$ cat src/hw/uartRxPkg.sv
//////////////////////////////////////////////////
// UART receive subsystem shared types
// Byte, event and status structs plus FSM states
//////////////////////////////////////////////////
`default_nettype none

package uartRxPkg;

	// Ticks per serial bit
	localparam int OversampleRate = 16;

	// Fixed 8N1 frame, so one byte per frame
	typedef logic [7:0] rxByte_t;

	typedef struct packed {
		logic    dataRdy;     // Good byte, one cycle
		logic    frameError;  // Stop bit was low, one cycle
		rxByte_t data;
	} rxEvent_t;

	typedef struct packed {
		logic empty;
		logic halfFull;
		logic overflow;       // Sticky until next pop
	} fifoStatus_t;

	typedef enum logic [1:0] {
		rxIdle,
		rxStart,
		rxData,
		rxStop
	} rxState_t;

	typedef enum logic [1:0] {
		bistIdle,
		bistSend,
		bistWait,
		bistDone
	} bistState_t;

endpackage

`default_nettype wire
$ cat src/hw/uartRxTop.sv
//////////////////////////////////////////////////
// UART receive subsystem top
// Ticker, receiver, FIFO and BIST with loopback mux
//////////////////////////////////////////////////
`default_nettype none

module uartRxTop #(
	parameter int BaudDiv = 27,
	parameter int FifoDepthLog2 = 4,
	parameter int BistBytes = 8
) (
	input logic Clk,
	input logic rst,
	input logic rxd,
	input logic pop,
	input logic bistStart,
	output uartRxPkg::rxByte_t dataOut,
	output uartRxPkg::fifoStatus_t status,
	output logic frameError,
	output logic bistDone,
	output logic bistPass
);

	import uartRxPkg::*;

	logic tick;
	logic bistActive;
	logic bistTxd;
	logic serialIn;
	rxEvent_t rxEvent;

	// BIST owns the receiver input while it runs
	assign serialIn = bistActive ? bistTxd : rxd;
	assign frameError = rxEvent.frameError;

	baudTicker #(
		.BaudDiv(BaudDiv)
	) ticker_i (
		.Clk(Clk),
		.rst(rst),
		.tick(tick)
	);

	uartReceiver receiver_i (
		.Clk(Clk),
		.rst(rst),
		.tick(tick),
		.rxd(serialIn),
		.rxEvent(rxEvent)
	);

	rxFifo #(
		.FifoDepthLog2(FifoDepthLog2)
	) fifo_i (
		.Clk(Clk),
		.rst(rst),
		.rxEvent(rxEvent),
		.pop(pop),
		.bistActive(bistActive),
		.dataOut(dataOut),
		.status(status)
	);

	bistController #(
		.BistBytes(BistBytes)
	) bist_i (
		.Clk(Clk),
		.rst(rst),
		.tick(tick),
		.bistStart(bistStart),
		.rxEvent(rxEvent),
		.bistActive(bistActive),
		.bistTxd(bistTxd),
		.bistDone(bistDone),
		.bistPass(bistPass)
	);

endmodule

`default_nettype wire

$ cat src/hw/bistController.sv
//////////////////////////////////////////////////
// BIST controller
// Loops LFSR frames through the receiver and checks them
//////////////////////////////////////////////////
`default_nettype none

module bistController #(
	parameter int BistBytes = 8
) (
	input logic Clk,
	input logic rst,
	input logic tick,
	input logic bistStart,
	input uartRxPkg::rxEvent_t rxEvent,
	output logic bistActive,
	output logic bistTxd,
	output logic bistDone,
	output logic bistPass
);

	import uartRxPkg::*;

	localparam int CntWidth = $clog2(BistBytes + 1);
	localparam logic [7:0] Seed = 8'hA5;
	localparam logic [3:0] LastCount = 4'(OversampleRate - 1);
	localparam logic [3:0] FrameBits = 4'd12;    // start, 8 data, stop, 2 idle
	localparam logic [CntWidth-1:0] ByteTotal = CntWidth'(BistBytes);
	localparam logic [CntWidth-1:0] LastByte = CntWidth'(BistBytes - 1);

	bistState_t state;
	rxByte_t txLfsr;
	rxByte_t chkLfsr;
	logic [9:0] txShift;        // LSB is the line
	logic [3:0] osCount;
	logic [3:0] bitCnt;
	logic [CntWidth-1:0] txCount;
	logic [CntWidth-1:0] rxCount;
	logic passFlag;
	logic startTest;
	logic frameEnd;
	logic rxSeen;

	// x^8 + x^6 + x^5 + x^4 + 1
	function automatic rxByte_t lfsrNext(input rxByte_t value);
		return {value[6:0], value[7] ^ value[5] ^ value[4] ^ value[3]};
	endfunction

	assign bistTxd = txShift[0];
	assign startTest = (state == bistIdle) && bistStart;
	assign frameEnd = tick && (osCount == LastCount) && (bitCnt == FrameBits - 1'b1);
	assign rxSeen = bistActive && (rxEvent.dataRdy || rxEvent.frameError);

	//////////////////////////////////////////////////
	// Sequencer and serializer
	//////////////////////////////////////////////////
	always_ff @(posedge Clk)
	begin
		if (rst)
		begin
			state <= bistIdle;
			bistActive <= 1'b0;
			bistDone <= 1'b0;
			bistPass <= 1'b0;
			txShift <= '1;
			osCount <= '0;
			bitCnt <= '0;
			txCount <= '0;
		end
		else
		begin
			bistDone <= 1'b0;
			case (state)
				bistIdle:
				begin
					if (bistStart)
					begin
						state <= bistSend;
						bistActive <= 1'b1;
						bistPass <= 1'b0;
						txShift <= {1'b1, Seed, 1'b0};
						txLfsr <= lfsrNext(Seed);
						osCount <= '0;
						bitCnt <= '0;
						txCount <= '0;
					end
				end
				bistSend:
				begin
					if (tick)
					begin
						osCount <= osCount + 1'b1;
						if (osCount == LastCount)
						begin
							txShift <= {1'b1, txShift[9:1]};   // Ones fill the gap
							bitCnt <= bitCnt + 1'b1;
						end
					end
					if (frameEnd)
					begin
						bitCnt <= '0;
						txCount <= txCount + 1'b1;
						if (txCount == LastByte)
							state <= bistWait;
						else
						begin
							txShift <= {1'b1, txLfsr, 1'b0};
							txLfsr <= lfsrNext(txLfsr);
						end
					end
				end
				bistWait:
				begin
					// Give up after one frame time without the last byte
					if (tick)
					begin
						osCount <= osCount + 1'b1;
						if (osCount == LastCount)
							bitCnt <= bitCnt + 1'b1;
					end
					if ((rxCount == ByteTotal) || (bitCnt == FrameBits))
					begin
						state <= uartRxPkg::bistDone;
						bistActive <= 1'b0;
						bistDone <= 1'b1;
						bistPass <= passFlag && (rxCount == ByteTotal);
					end
				end
				uartRxPkg::bistDone: state <= bistIdle;
				default: state <= bistIdle;
			endcase
		end
	end

	//////////////////////////////////////////////////
	// Checker
	//////////////////////////////////////////////////
	always_ff @(posedge Clk)
	begin
		if (rst)
		begin
			passFlag <= 1'b0;
			rxCount <= '0;
		end
		else if (startTest)
		begin
			passFlag <= 1'b1;
			rxCount <= '0;
			chkLfsr <= Seed;
		end
		else if (rxSeen)
		begin
			if (rxCount == ByteTotal)
				passFlag <= 1'b0;        // More bytes than were sent
			else
				rxCount <= rxCount + 1'b1;
			if (rxEvent.frameError || (rxEvent.data != chkLfsr))
				passFlag <= 1'b0;
			chkLfsr <= lfsrNext(chkLfsr);
		end
	end

	// Loopback line must idle high whenever no frame is being sent
	assert property (@(posedge Clk) disable iff (rst) (state != bistSend) |-> bistTxd)
		else $error("bistTxd low outside bistSend");

endmodule

`default_nettype wire

$ cat src/hw/rxFifo.sv
//////////////////////////////////////////////////
// Receive FIFO
// Empty, half-full and sticky overflow, frozen in BIST
//////////////////////////////////////////////////
`default_nettype none

module rxFifo #(
	parameter int FifoDepthLog2 = 4
) (
	input logic Clk,
	input logic rst,
	input uartRxPkg::rxEvent_t rxEvent,
	input logic pop,
	input logic bistActive,
	output uartRxPkg::rxByte_t dataOut,
	output uartRxPkg::fifoStatus_t status
);

	import uartRxPkg::*;

	localparam int Entries = 2 ** FifoDepthLog2;
	localparam logic [FifoDepthLog2:0] FullCount = (FifoDepthLog2 + 1)'(Entries);
	localparam logic [FifoDepthLog2:0] HalfCount = (FifoDepthLog2 + 1)'(Entries / 2);

	rxByte_t storage [Entries];
	logic [FifoDepthLog2-1:0] wrPtr;
	logic [FifoDepthLog2-1:0] rdPtr;
	logic [FifoDepthLog2:0] count;
	logic [FifoDepthLog2:0] nextCount;
	logic isFull;
	logic doPop;
	logic doWrite;
	logic dropWrite;

	assign isFull = (count == FullCount);
	assign doPop = pop && !bistActive && (count != '0);

	// A pop in the same cycle frees the slot, so a full FIFO still takes the byte
	assign doWrite = rxEvent.dataRdy && !bistActive && (!isFull || doPop);
	assign dropWrite = rxEvent.dataRdy && !bistActive && isFull && !doPop;

	always_comb
	begin
		case ({doWrite, doPop})
			2'b10: nextCount = count + 1'b1;
			2'b01: nextCount = count - 1'b1;
			default: nextCount = count;      // Idle or write with pop
		endcase
	end

	//////////////////////////////////////////////////
	// Storage
	//////////////////////////////////////////////////
	always_ff @(posedge Clk)
	begin
		if (doWrite)
			storage[wrPtr] <= rxEvent.data;
	end

	//////////////////////////////////////////////////
	// Pointers, count and flags
	//////////////////////////////////////////////////
	always_ff @(posedge Clk)
	begin
		if (rst)
		begin
			wrPtr <= '0;
			rdPtr <= '0;
			count <= '0;
			dataOut <= '0;
			status.empty <= 1'b1;
			status.halfFull <= 1'b0;
			status.overflow <= 1'b0;
		end
		else
		begin
			if (doWrite)
				wrPtr <= wrPtr + 1'b1;
			if (doPop)
			begin
				dataOut <= storage[rdPtr];   // Holds until the next pop
				rdPtr <= rdPtr + 1'b1;
			end
			count <= nextCount;
			status.empty <= (nextCount == '0);
			status.halfFull <= (nextCount >= HalfCount);

			// Lost byte stays flagged until the reader catches up
			if (doPop)
				status.overflow <= 1'b0;
			else if (dropWrite)
				status.overflow <= 1'b1;
		end
	end

	assert property (@(posedge Clk) disable iff (rst) count <= FullCount)
		else $error("FIFO count above capacity");

	assert property (@(posedge Clk) disable iff (rst) !(status.empty && status.halfFull))
		else $error("empty and halfFull high together");

endmodule

`default_nettype wire

$ cat src/hw/uartReceiver.sv
//////////////////////////////////////////////////
// UART 8N1 receiver
// Oversampled start detect, LSB first data, stop check
//////////////////////////////////////////////////
`default_nettype none

module uartReceiver (
	input logic Clk,
	input logic rst,
	input logic tick,
	input logic rxd,
	output uartRxPkg::rxEvent_t rxEvent
);

	import uartRxPkg::*;

	localparam logic [3:0] MidCount = 4'(OversampleRate / 2 - 1);
	localparam logic [3:0] LastCount = 4'(OversampleRate - 1);

	rxState_t state;
	logic rxMeta;
	logic rxSync;
	logic waitHigh;          // Set after a framing error
	logic [3:0] osCount;
	logic [2:0] bitCnt;
	rxByte_t shiftReg;

	// Two-stage synchronizer, idles high like the line
	always_ff @(posedge Clk)
	begin
		if (rst)
		begin
			rxMeta <= 1'b1;
			rxSync <= 1'b1;
		end
		else
		begin
			rxMeta <= rxd;
			rxSync <= rxMeta;
		end
	end

	//////////////////////////////////////////////////
	// Frame FSM
	//////////////////////////////////////////////////
	always_ff @(posedge Clk)
	begin
		if (rst)
		begin
			state <= rxIdle;
			waitHigh <= 1'b0;
			osCount <= '0;
			bitCnt <= '0;
			rxEvent.dataRdy <= 1'b0;
			rxEvent.frameError <= 1'b0;
		end
		else
		begin
			rxEvent.dataRdy <= 1'b0;
			rxEvent.frameError <= 1'b0;
			if (tick)
			begin
				case (state)
					rxIdle:
					begin
						osCount <= '0;
						if (rxSync)
							waitHigh <= 1'b0;   // Line recovered
						else if (!waitHigh)
							state <= rxStart;   // Falling edge seen
					end
					rxStart:
					begin
						if (osCount == MidCount)
						begin
							// Middle of start bit, reject glitches
							osCount <= '0;
							bitCnt <= '0;
							state <= rxSync ? rxIdle : rxData;
						end
						else
							osCount <= osCount + 1'b1;
					end
					rxData:
					begin
						osCount <= osCount + 1'b1;     // Wraps every bit
						if (osCount == LastCount)
						begin
							shiftReg <= {rxSync, shiftReg[7:1]};   // LSB first
							bitCnt <= bitCnt + 1'b1;
							if (bitCnt == 3'd7)
								state <= rxStop;
						end
					end
					rxStop:
					begin
						osCount <= osCount + 1'b1;
						if (osCount == LastCount)
						begin
							rxEvent.dataRdy <= rxSync;
							rxEvent.frameError <= !rxSync;
							rxEvent.data <= shiftReg;
							waitHigh <= !rxSync;
							state <= rxIdle;
						end
					end
					default: state <= rxIdle;
				endcase
			end
		end
	end

	// Each frame ends in exactly one kind of event
	assert property (@(posedge Clk) disable iff (rst)
		!(rxEvent.dataRdy && rxEvent.frameError))
		else $error("dataRdy and frameError high together");

endmodule

`default_nettype wire

$ cat src/hw/baudTicker.sv
//////////////////////////////////////////////////
// Baud ticker
// Single-cycle pulse every BaudDiv clocks (16x bit rate)
//////////////////////////////////////////////////
`default_nettype none

module baudTicker #(
	parameter int BaudDiv = 27
) (
	input logic Clk,
	input logic rst,
	output logic tick
);

	localparam int CntWidth = (BaudDiv > 1) ? $clog2(BaudDiv) : 1;
	localparam logic [CntWidth-1:0] Reload = CntWidth'(BaudDiv - 1);

	logic [CntWidth-1:0] count;

	always_ff @(posedge Clk)
	begin
		if (rst)
		begin
			count <= Reload;
			tick <= 1'b0;
		end
		else if (count == '0)
		begin
			count <= Reload;
			tick <= 1'b1;      // Pulse on reload
		end
		else
		begin
			count <= count - 1'b1;
			tick <= 1'b0;
		end
	end

endmodule

`default_nettype wire

$ cat config.mk
export PLATFORM = sky130hd
export DESIGN_NAME = uartRxTop
export DESIGN_NICKNAME = d
export VERILOG_FILES = /design/src/hw/uartRxPkg.sv /design/src/hw/uartRxTop.sv /design/src/hw/bistController.sv /design/src/hw/rxFifo.sv /design/src/hw/uartReceiver.sv /design/src/hw/baudTicker.sv
export SDC_FILE = /design/constraint.sdc
export NUM_CORES = 1
export LEC_CHECK = 0
export BUFFER_PORTS_ARGS = -buffer_cell sky130_fd_sc_hd__buf_2
export CAP_MARGIN = 0
export CORE_AREA = 2 2 162 164
export CTS_BUF_LIST = sky130_fd_sc_hd__clkbuf_4 sky130_fd_sc_hd__clkbuf_8 sky130_fd_sc_hd__clkbuf_16
export CTS_CLUSTER_DIAMETER = 200
export DETAILED_ROUTE_END_ITERATION = 10
export DIE_AREA = 0 0 164 166
export PLACE_DENSITY_LB_ADDON = 0.08
export SYNTH_ARGS = -nofsm -noshare
export SYNTH_HDL_FRONTEND = slang
export SYNTH_HIERARCHICAL = 1
export SYNTH_SLANG_ARGS = --single-unit
$ cat constraint.sdc
create_clock -name Clk -period 4.4 [get_ports Clk]
set_input_delay 0.44 -clock Clk [delete_from_list [all_inputs] [get_ports Clk]]
set_output_delay 0.44 -clock Clk [all_outputs]
set_load 0.01 [all_outputs]
==> Yosys cells after proc, flatten, opt, wreduce, memory -nomap -nowiden <==
Memory sizes are Yosys's and may differ from the RTL's. A register that Yosys moved wholly into a read port is not among the register bits.
Index checks and enable logic that the tools add are counted.
{ "word_totals": {"ram_bits": 128, "mem_count": 1, "regBits": 100, "in_bits": 5, "elab_cells": 197, "output_inout_bits": 14} }
{ "op_classes": {"bitwise": 12, "add_sub_neg": 11, "mux": 57, "eq_ne": 31, "reduce_logical": 54, "order_cmp": 1} }
{ "memory_table": {"columns": ["name", "words", "width", "rd", "rd_clocked_by_memory_dff", "wr", "line_no", "source"], "rows": [
  ["fifo_i.storage", 16, 8, 1, 1, 1, "rxFifo.sv:25", "rxByte_t storage [Entries];"]
]} }
{ "ops": {"columns": ["cell", "count"], "rows": [
  ["2-to-1 mux 10 bit", 5],
  ["2-to-1 mux 8 bit", 4],
  ["adder 4 x 1 -> 4 bit, second input constant", 7],
  ["2-to-1 mux 4 bit", 7],
  ["case mux 4 bit (3 select lines)", 2],
  ["2-to-1 mux 2 bit", 11],
  ["== test 4 bit, second input constant", 5],
  ["case mux 10 bit (2 select lines)", 1],
  ["AND reduction 4 bit", 5],
  ["inequality test 2 x 1 -> 1 bit, second input constant", 9],
  ["case mux 2 bit (4 select lines)", 2],
  ["case mux 4 bit (2 select lines)", 2],
  ["case mux 8 bit (2 select lines)", 1],
  ["2-to-1 mux 1 bit", 15],
  ["nonzero test 2 bit", 6],
  ["OR reduction 2 bit", 6],
  ["logical AND 1 bit", 11],
  ["== test 2 bit, second input constant", 5],
  ["logical NOT 5 bit", 2],
  ["case mux 5 bit (2 select lines)", 1],
  ["AND reduction 2 bit", 5],
  ["subtractor 5 x 1 -> 5 bit, second input constant", 2],
  ["AND reduction 3 bit", 3],
  ["== test 4 x 3 -> 1 bit, second input constant", 2],
  ["other kinds (21)", 47]
]} }

==> Depth between registers and ports, before layout <==
Gate-level depths: netlist (run 1).
{ "logic_depth": {"ltp_word": 8, "depth_mapped": 11, "depth_no_buf": 10} }

==> Hierarchy <==
The synthesis (run 1) kept the hierarchy.
{ "modules_own_cells": {"columns": ["mod", "instances", "seq_area_each_um2", "cells_each", "area_per_inst_um2"], "rows": [
  ["rxFifo", 1, 4324.1, 341, 6075.8],
  ["bistController", 1, 1121.1, 250, 2472.4],
  ["uartReceiver", 1, 760.7, 101, 1218.7],
  ["baudTicker", 1, 120.1, 25, 256.5],
  ["uartRxTop", 1, 0.0, 1, 15.0]
]} }

==> Least setup slack after synthesis (run 1) <==
OpenSTA, ideal clock, no wires.
{ "synth_timing": {"path_kind": "register to register", "from": "reg bist_i.state[1]", "to": "reg bist_i.txLfsr[0], enable pin", "required_time_ps": 3981, "stages_incl_launch_ff": 6, "arrival_ps": 2442, "n_path_buf": 1, "slack_ps": 1539, "period_less_slack_ps": 2861, "setup_ps": 419, "path_cell_list": "dfxtp_1 > inv_1 > ha_1 > clkbuf_1 > mux2i_1 > a2111oi_0"} }
{ "synth_via": {"elab_chain_len": 3, "elab_cells_between_ends": 7, "classes_between": "4 x eq/ne; 3 x reduce/logical"} }
{ "synth_lines": {"columns": ["element", "line_no", "source"], "rows": [
  ["from (decl)", "bistController.sv:30", "bistState_t state;"],
  ["from (signal assigned)", "bistController.sv:60", "state <= bistIdle;"],
  ["from (signal assigned)", "bistController.sv:77", "state <= bistSend;"],
  ["from (signal assigned)", "bistController.sv:103", "state <= bistWait;"],
  ["== test 2 x 1 -> 1 bit / logical NOT 2 bit (equally long branches)", "bistController.sv:72", "case (state)"],
  ["inequality test 2 bit (no source line) (tied with other cells)", null, null],
  ["AND reduction 5 bit (no source line) *", null, null],
  ["to (signal assigned)", "bistController.sv:81", "txLfsr <= lfsrNext(Seed);"],
  ["to (signal assigned)", "bistController.sv:107", "txLfsr <= lfsrNext(txLfsr);"],
  ["to (decl)", "bistController.sv:31", "rxByte_t txLfsr;"]
]} }
Every way passes the cells marked *; elsewhere a longest branch is shown, timed or not.
A chain may end at the register's enable or synchronous reset.

==> Final worst setup path (run 1) <==
{ "layout_timing": {"from": "reg fifo_i.count[2]", "to": "reg, netlist name fifo_i/status[2]"} }
{ "layout_via": {"elab_chain_len": 7, "elab_cells_between_ends": 12, "classes_between": "2 x add/sub; 3 x eq/ne; 1 x mux; 6 x reduce/logical"} }
{ "layout_lines": {"columns": ["element", "line_no", "source"], "rows": [
  ["from (decl)", "rxFifo.sv:28", "logic [FifoDepthLog2:0] count;"],
  ["from (signal assigned)", "rxFifo.sv:84", "count <= nextCount;"],
  ["== test 5 bit / nonzero test 5 bit (equally long branches)", "rxFifo.sv:35, rxFifo.sv:36", null],
  ["logical NOT 1 bit / logical AND 1 bit (equally long branches)", "rxFifo.sv:39, rxFifo.sv:36", null],
  ["logical OR 1 bit", "rxFifo.sv:39", "assign doWrite = rxEvent.dataRdy && !bistActive && (!isFull || doPop);"],
  ["logical AND 1 bit", "rxFifo.sv:39", null],
  ["== test 2 x 1 -> 1 bit / == test 2 bit (equally long branches)", "rxFifo.sv:44", "case ({doWrite, doPop})"],
  ["case mux 5 bit (2 select lines) *", "rxFifo.sv:44", null],
  ["logical NOT 5 bit *", "rxFifo.sv:85", "status.empty <= (nextCount == '0);"]
]} }
Marked as above.

==> reports/metrics.cfg, run 1 <==
[floorplan]
core-area_sq_um = 25620
initial_core_util = 0.3919
pin_count = 19
die_area_sq_um = 27220
die_y_um = 166
num_rows = 59
fp.dieW_um = 164

[synth]
synthAdderAreaFrac = 0.02617
synthSimpleGateAreaFrac = 0.1192
syn-cell-area_sq_um = 10040
synth_nets = 744
yosysUniqueCellTypes = 72
avgSynthCellArea_sq_um = 13.98
synth_warnings = 6
ys.flop_type = edfxtp_1
syn_inst = 718
synth-xor-area-share = 0.02966
synthMuxAreaShare = 0.1023
synth_edf_count = 160
synth_compound_area_frac = 0.06967
ys_ff_latch = 236
synthArstFlopShare = 0
synth_seq_area_share = 0.6302
synth_top_family_by_area = simple AND/OR/NAND/NOR gates

[sta]
finalCriticalPeriod_ns = 2.922
hold_viol_final = 0
rsz0062_at_grt = false
fmax_mhz = 342.2
finalCritPeriodShare = 0.6642
final_max_slew_viol_count = 0
setup-tns-final_ns = 0
relSlewSlack = 0.2642
worst_clock_skew_ns = 0.01220
finalSetupViolations = 0
worst_pin_slew_ns = 1.095

[run_status]
status = completed

[clock_network]
cts_setup_buffers = 0
path_clk_slew_ns = 0.06
clock_path_buffers = 3
clk_latency_ns = 0.52
cts_buffers = 26
htree_num_levels = 1
ctsResizeCount = 0
root_buffer = clkbuf_16
cts_tree = yes
cts_sinks = 236
cts_hold_buf = 0

[critical_path]
reg2reg_slack_ns = 1.48
cp.required_ns = 4.85
cp-start-kind = register
path_max_fanout = 9
r2r-start = fifo_i/count[2]
startpoint = fifo_i/count[2]
critPathCapture = fifo_i/status[2]
reg2regPathDepth = 10
critPathKind = register to register
endpoint_kind = register
arrival_ns = 3.37
regToRegEndpoint = fifo_i/status[2]

[grt]
gr-total-overflow = 0
grt_pass1_vias = 5972
grt_pass1_wl_mm = 33.68
grt_max_degree = 59
grt_util_all_layers = 0.1580
antenna_found_initial = 1

[layout]
final_nets = 764
final_core_util = 0.4428
layout_common_cells = edfxtp_1, dfxtp_1, nand2_1
num_antenna_cells = 0
layout_commonest_cell = edfxtp_1
drive_gt1_frac = 0.1955
syn2layout_area_growth_pct = 13.00

[power]
p_leak_nw = 3.763
ir_drop_mv = 0.2647
power_mw = 5.115
p_per_area_nw_per_um2 = 450.9

[place]
hpwlAfterDp_mm = 13.79
port_buffers = 18
place.gp.congestion = 0.7791

[detailed_routing]
initialDrtViolationCount = 395
viasPerCell = 5.320
drc = 0
wl_per_cell_um = 19.38
drt-pass1-iter-count = 4
ant_nets = 0
vias = 5809
drt_wl_total_mm = 21.16

[run]
cap_violations = 0

[worst_hold_path]
hold_path_class = input pin to register

## stage by stage
stage	hold WS [ns]	instances	worst slack, ns	cell area (sq um)
after floorplan	0.3895	718	1.539	10040
after global placement	0.4031	1045	1.664	10470
after detailed placement	0.4043	1045	1.501	10470
after CTS	0.2426	1092	1.474	11340
after global routing	0.2555	1092	1.249	11340
final	0.2627	1092	1.478	11340
## power breakdown
part	internal, mW	switching, mW
logic	0.168	0.272
clock network	1.34	0.843
registers	2.44	0.0601
## registers in the layout, indices dropped and copies added, names as in the netlist, 5 cells and up, named ones only
signal and cells:
fifo_i/count 5, fifo_i/storage 128, bist_i/chkLfsr 8, bist_i/txShift 10, bist_i/txLfsr 8, receiver_i/shiftReg 8, receiver_i/rxEvent 10, ticker_i/count 5
fifo_i/dataOut 8
## routing by layer
layer / vias to the layer above / share of wire / track usage / wire, um
met5: - / 0.00061 / 0 / 13
met3: 41 / 0.029 / 0.02273 / 624
met4: 2 / 0.024 / 0.04310 / 500
met1: 2926 / 0.45 / 0.2093 / 9474
li1: 2757 / - / - / -
met2: 83 / 0.50 / 0.2709 / 10550
## logic make-up after synthesis
kind of cell	count (synthesis)
DFF	236
and+or+nand+nor	212
AOI/OAI and AO/OA	107
buffers and inverters	56
muxes	52
xor gates and xnor gates	34
adders and majority gates	21
## synthesized netlist by cell type (15+ instances only)
master      n  area share
mux4_2     40       0.090
clkbuf_1   23      0.0086
nor2_1     39       0.015
xnor2_1    21       0.018
nand2_1    48       0.018
dfxtp_1    76        0.15
a21oi_1    39       0.019
nand3_1    15      0.0075
nor3_1     17      0.0085
inv_1      20      0.0075
edfxtp_1  160        0.48
o21ai_0    23       0.011
ha_1       21       0.026
## worst min path at each step
stage,cells past startpoint,start,endpoint,slack (ns)
2_1_floorplan,1,receiver_i/rxMeta,receiver_i/rxSync,0.39
3_3_place_gp,0,receiver_i/shiftReg[0],receiver_i/rxEvent[0],0.40
3_5_place_dp,1,receiver_i/rxMeta,receiver_i/rxSync,0.40
4_1_cts,3,rxd,receiver_i/rxMeta,0.24
5_1_grt,3,rxd,receiver_i/rxMeta,0.26
6_report,3,rxd,receiver_i/rxMeta,0.26
## worst max-delay path, stage by stage (launching register included)
cell	delay, ns
dfxtp_1	0.39
or4_4	0.59
o21ai_0	0.30
o21ai_0	0.14
ha_1	0.22
nand3_1	0.09
nor2_1	0.06
or3_1	0.39
a2111oi_2	0.45
a211oi_2	0.10
a21oi_2	0.13
## final cells by class
| class | instances | area (sq um) |
|---|---|---|
| inverter | 20 | 75.07 |
| multi-input combinational | 426 | 3485 |
| clock inverter | 8 | 92.59 |
| tap | 335 | 419.2 |
| fill | 2266 | 14270 |
| timing repair buffer | 28 | 165.2 |
| clock buffer | 39 | 778.2 |
| sequential | 236 | 6329 |
Power figures use the tool's default switching activity.
==> run 2: changes to the inputs <==
- clock period: 4.4 -> 3.05 ns (I/O delays scaled with it)
==> reports/metrics.cfg, run 2 (synthesis results as in run 1) <==
[place]
place_area_sq_um = 10660  ; +1.8%
post-place-ws_ns = 0.2659  ; -1.235 ns
hpwlAfterDp_mm = 13.85  ; +0.39%
dpl.cell_count = 1068  ; +2.2%
place.gp.congestion = 0.7659  ; -1.7%
port_buffers = 18  ; unchanged

[critical_path]
path_max_fanout = 9  ; unchanged
endpoint_kind = register
reg2reg_slack_ns = 0.23  ; -1.25 ns
crit_top_cell = o21ai_0
cpPeakStageDelay_ns = 0.63  ; +0.04 ns
reg2regPathDepth = 9  ; -1
cp-start-kind = register
regToRegEndpoint = fifo_i/status[2]
arrival_ns = 3.28  ; -0.09 ns
path_cells = or4_4 -> o21ai_0 -> o21ai_0 -> ha_1 -> nor2_1 -> mux2i_1 -> xnor2_1 -> or4b_2 -> a21oi_2
critPathKind = register to register
critPathSlowestCell = or4b_2
r2r-start = fifo_i/count[2]
cp.required_ns = 3.51  ; -1.34 ns

[layout]
final_area_sq_um = 11470  ; +1.1%
final_core_util = 0.4478  ; +0.004933
layout_common_cells = edfxtp_1, dfxtp_1, nand2_1
final_nets = 787  ; +3.0%
fill_cells = 2306  ; +1.8%
top_regs = fifo_i/storage: 128 flops, bist_i/txShift: 10 flops, receiver_i/rxEvent: 10 flops
num_antenna_cells = 0  ; unchanged
layout_commonest_cell = edfxtp_1
drive_gt1_frac = 0.2113  ; +0.01576
largest-register = fifo_i/storage
largest_reg_flops = 128  ; unchanged
final_cells = 1116  ; +2.2%
syn2layout_area_growth_pct = 14.26

[sta]
worst_pin_slew_ns = 0.7509  ; -0.3437 ns
final_max_slew_viol_count = 0  ; unchanged
rsz0062_at_grt = false
finalCriticalPeriod_ns = 2.821  ; -0.1013 ns
finalSetupViolations = 0  ; unchanged
worst_clock_skew_ns = 0.01228  ; +0.00008170 ns
finalCritPeriodShare = 0.9250  ; +0.2608
fmax_mhz = 354.5  ; +3.6%
setup_slack_ns = 0.2289  ; -1.249 ns
hold_ws_ns = 0.1407  ; -0.1220 ns
relSlewSlack = 0.4994  ; +0.2352
setup-tns-final_ns = 0  ; unchanged
hold_viol_final = 0  ; unchanged

[grt]
grt_util_all_layers = 0.1576  ; -0.0003937
gr-total-overflow = 0  ; unchanged
grt_max_degree = 36  ; -39%
grt_pass1_vias = 5979  ; +0.12%
grt_pass1_wl_mm = 33.33  ; -1.0%
antenna_found_initial = 0  ; -1

[worst_hold_path]
min_from = rxd
worstHoldPathCells = 3  ; unchanged
min_to = receiver_i/rxMeta
hold_path_class = input pin to register

[power]
p_leak_nw = 3.849  ; +2.3%
power_mw = 7.190  ; +41%
pwr-share-clk = 0.409  ; -0.017
p_per_area_nw_per_um2 = 626.8  ; +39%
comb_power_share = 0.092  ; +0.006
p_int_mw = 5.504  ; +40%
switching_power_mw = 1.686  ; +43%
power_frac_seq = 0.498  ; +0.010
sw_frac_of_total = 0.2345  ; +0.004783
ir_drop_mv = 0.4016  ; +52%

[clock_network]
clk_latency_ns = 0.52  ; about the same
htree_num_levels = 1  ; unchanged
cts_tree = yes
cts_setup_buffers = 0  ; unchanged
cts_sinks = 236  ; unchanged
cts_buffers = 26  ; unchanged
root_buffer = clkbuf_16
cts_hold_buf = 0  ; unchanged
ctsResizeCount = 0  ; unchanged
path_clk_slew_ns = 0.05  ; about the same
clock_path_buffers = 3  ; unchanged

[detailed_routing]
ant_nets = 0  ; unchanged
drt-pass1-iter-count = 4  ; unchanged
initialDrtViolationCount = 405  ; +2.5%
drc = 0  ; unchanged
vias = 5913  ; +1.8%
drt_wl_total_mm = 21.20  ; +0.20%
viasPerCell = 5.298  ; -0.40%
wl_per_cell_um = 19.00  ; -2.0%

[floorplan]
die_y_um = 166  ; unchanged
core-area_sq_um = 25620  ; unchanged
pin_count = 19  ; unchanged
num_rows = 59  ; unchanged
initial_core_util = 0.3919  ; unchanged
die_area_sq_um = 27220  ; unchanged
fp.dieW_um = 164  ; unchanged

[run_status]
status = completed

[run]
cap_violations = 0  ; unchanged

run 2: changes by cell type in the layout (fill, tap and decap cells not counted), sizes merged:
cell,previous run,this run
bufinv,2,0
clkinv,6,9
inv,20,21
clkbuf,39,37
buf,28,51
clkinvlp,0,1
run 2: routing by layer:
metal  vias up  routed length (um)  track usage
li1       2805                   -            -
met1      2975                9623       0.2133
met2        99               10520       0.2673
met3        34                 685      0.02198
met4         0                 376      0.04043
met5         -                   0            0
run 2: layout make-up:
cell class,count,area [sq um],area share
flip-flops and latches,236,6327,0.5517
clock inverters,11,50.05,0.004363
inverters,20,75.07,0.006545
multi-input cells,426,3485,0.3038
well taps,335,419.2,0.03654
repair buffers,51,350.3,0.03054
clock buffers,37,763.2,0.06654
run 2: worst max path at each step:
| stage | start | slack, ns | to |
|---|---|---|---|
| after floorplan | bist_i/state[1] | 0.19 | bist_i/txLfsr[0] |
| after global placement | fifo_i/count[2] | 0.30 | fifo_i/status[2] |
| after detailed placement | fifo_i/count[2] | 0.27 | fifo_i/status[2] |
| after CTS | fifo_i/count[2] | 0.24 | fifo_i/status[2] |
| after global routing | fifo_i/count[2] | 0.03 | fifo_i/status[2] |
| final | fifo_i/count[2] | 0.23 | fifo_i/status[2] |
run 2: power by group through the flow:
stage | logic [mW] | registers (mW) | clock network [mW]
finish | 0.664 | 3.58 | 2.94
global route | 0.740 | 3.60 | 3.15
CTS | 0.666 | 3.58 | 3.03
detailed placement | 0.661 | 3.65 | 0
global placement | 0.640 | 3.65 | 0
floorplan | 0.501 | 3.64 | 0
run 2: worst max-delay path, delay by kind of cell, from the launching register on:
| kind | cells | cell delay, ns |
|---|---|---|
| and+or+nand+nor | 3 | 1.34 |
| muxes | 1 | 0.14 |
| xor gates and xnor gates | 1 | 0.15 |
| AOI/OAI and AO/OA | 3 | 0.52 |
| adders and majority gates | 1 | 0.22 |
| DFF | 1 | 0.38 |
==> run 3: changes to the inputs <==
- CORE_AREA: 2 2 162 164 -> 2 2 101 177
- DIE_AREA: 0 0 164 166 -> 0 0 103 179
==> reports/metrics.cfg, run 3 (synthesis results as in run 1) <==
[run_status]
status = completed

[layout]
largest-register = fifo_i/storage
num_antenna_cells = 0  ; unchanged
layout_commonest_cell = edfxtp_1
top_regs = fifo_i/storage: 128 flops, bist_i/txShift: 10 flops, receiver_i/rxEvent: 10 flops
syn2layout_area_growth_pct = 11.98
final_core_util = 0.6560  ; +0.2082
drive_gt1_frac = 0.2026  ; -0.008653
largest_reg_flops = 128  ; unchanged
layout_common_cells = edfxtp_1, dfxtp_1, nand2_1
final_nets = 776  ; -1.4%

[floorplan]
die_area_sq_um = 18440  ; -32%
core-area_sq_um = 17140  ; -33%
fp.dieW_um = 103  ; -37%
initial_core_util = 0.5858  ; +0.1939
die_y_um = 179  ; +7.8%
pin_count = 19  ; unchanged
num_rows = 64  ; +8.5%

[sta]
hold_viol_final = 0  ; unchanged
hold_ws_ns = 0.1462  ; +0.005462 ns
setup-tns-final_ns = 0  ; unchanged
relSlewSlack = 0.4318  ; -0.06758
rsz0062_at_grt = false
worst_clock_skew_ns = 0.01223  ; -0.00005180 ns
finalCritPeriodShare = 0.9274  ; +0.002423
finalCriticalPeriod_ns = 2.829  ; +0.007389 ns
finalSetupViolations = 0  ; unchanged
worst_pin_slew_ns = 0.8491  ; +0.09824 ns
fmax_mhz = 353.5  ; -0.26%
final_max_slew_viol_count = 0  ; unchanged

[worst_hold_path]
min_to = receiver_i/rxMeta
min_from = rxd
hold_path_class = input pin to register
worstHoldPathCells = 3  ; unchanged

[clock_network]
clk_latency_ns = 0.50  ; -0.02 ns
cts_tree = yes
cts_buffers = 21  ; -19%
clock_path_buffers = 3  ; unchanged
htree_num_levels = 1  ; unchanged
cts_setup_buffers = 0  ; unchanged
path_clk_slew_ns = 0.06  ; about the same
cts_hold_buf = 0  ; unchanged
root_buffer = clkbuf_16
cts_sinks = 236  ; unchanged

[grt]
grt_pass1_vias = 6012  ; +0.55%
antenna_found_initial = 0  ; unchanged
grt_pass1_wl_mm = 31.76  ; -4.7%
grt_util_all_layers = 0.2284  ; +0.07073
grt_max_degree = 36  ; unchanged
gr-total-overflow = 0  ; unchanged

[critical_path]
cp.required_ns = 3.48  ; -0.03 ns
reg2regPathDepth = 9  ; unchanged
regToRegEndpoint = fifo_i/status[2]
endpoint_kind = register
cp-start-kind = register
r2r-start = fifo_i/count[2]
path_max_fanout = 9  ; unchanged
arrival_ns = 3.26  ; -0.02 ns
critPathKind = register to register
reg2reg_slack_ns = 0.22  ; about the same

[power]
ir_drop_mv = 0.5433  ; +35%
power_mw = 7.118  ; -1.0%
switching_power_mw = 1.629  ; -3.4%
pwr-share-clk = 0.404  ; -0.005
power_frac_seq = 0.504  ; +0.006
comb_power_share = 0.092  ; about the same
sw_frac_of_total = 0.2288  ; -0.005682
p_per_area_nw_per_um2 = 633.2  ; +1.0%
p_leak_nw = 3.779  ; -1.8%
p_int_mw = 5.489  ; -0.26%

[detailed_routing]
drt-pass1-iter-count = 4  ; unchanged
drc = 0  ; unchanged
initialDrtViolationCount = 290  ; -28%
drt_wl_total_mm = 20.33  ; -4.1%
ant_nets = 0  ; unchanged
viasPerCell = 5.882  ; +11%
wl_per_cell_um = 20.41  ; +7.5%
vias = 5858  ; -0.93%

[run]
cap_violations = 0  ; unchanged

[place]
hpwlAfterDp_mm = 14.23  ; +2.8%
port_buffers = 18  ; unchanged
place.gp.congestion = 0.8403  ; +9.7%

run 3: changes by cell type in the layout (fill, tap and decap cells not counted), sizes merged:
cell and delta:
clkbuf -14, inv +2, buf -6, clkinvlp +2, clkinv -5, bufinv +5
run 3: power groups by stage:
stage	Combinational [mW]	Clock, mW	Sequential (mW)
floorplan	0.501	0	3.64
global placement	0.629	0	3.65
detailed placement	0.649	0	3.66
CTS	0.656	2.93	3.59
global route	0.733	3.04	3.60
finish	0.653	2.88	3.59
run 3: per-stage QoR:
step | setup slack [ns] | cells | cell area (sq um)
2_1_floorplan | 0.1887 | 718 | 10040
3_3_place_gp | 0.3163 | 958 | 10480
3_5_place_dp | 0.1513 | 958 | 10480
4_1_cts | 0.1279 | 996 | 11240
5_1_grt | 0.07723 | 996 | 11240
6_report | 0.2215 | 996 | 11240
run 3: repair_timing:
item	CTS	global route
endpoints found under the setup margin	0	1
gates resized for setup	0	1
endpoints found under the hold margin	0	0
run 3: worst max-delay path, cell delays in order (launching register included):
cell and delay, ns:
dfxtp_1 0.39, or4_4 0.59, o21ai_1 0.21, o21ai_0 0.13, ha_1 0.23, nor2_1 0.16, mux2i_1 0.14, xnor2_1 0.15
or4b_2 0.64, a21oi_2 0.13
run 3: final cells by class:
class                           instances  area, sq um
Sequential cell                       236         6327
Fill cell                            1292         5896
Multi-Input combinational cell        426         3485
Clock buffer                           23        540.5
Timing Repair Buffer                   45        305.3
Tap cell                              231        289.0
Clock inverter                         15        219.0
Inverter                               20        75.07
run 3: worst max-delay path by stage:
stage	end	cells past startpoint	slack, ns	startpoint
3_3_place_gp	fifo_i/status[2]	9	0.32	fifo_i/count[2]
5_1_grt	fifo_i/status[2]	9	0.08	fifo_i/count[2]
6_report	fifo_i/status[2]	9	0.22	fifo_i/count[2]
3_5_place_dp	fifo_i/status[2]	9	0.15	fifo_i/count[2]
4_1_cts	fifo_i/status[2]	9	0.13	fifo_i/count[2]
2_1_floorplan	bist_i/txLfsr[0]	5	0.19	bist_i/state[1]
run 3: per-layer routing:
layer / global-route usage / vias up / part of all wire
li1: - / 2770 / -
met1: 0.2341 / 2954 / 0.35
met2: 0.4575 / 92 / 0.59
met3: 0.02612 / 42 / 0.026
met4: 0.07895 / 0 / 0.031
met5: 0 / - / 0
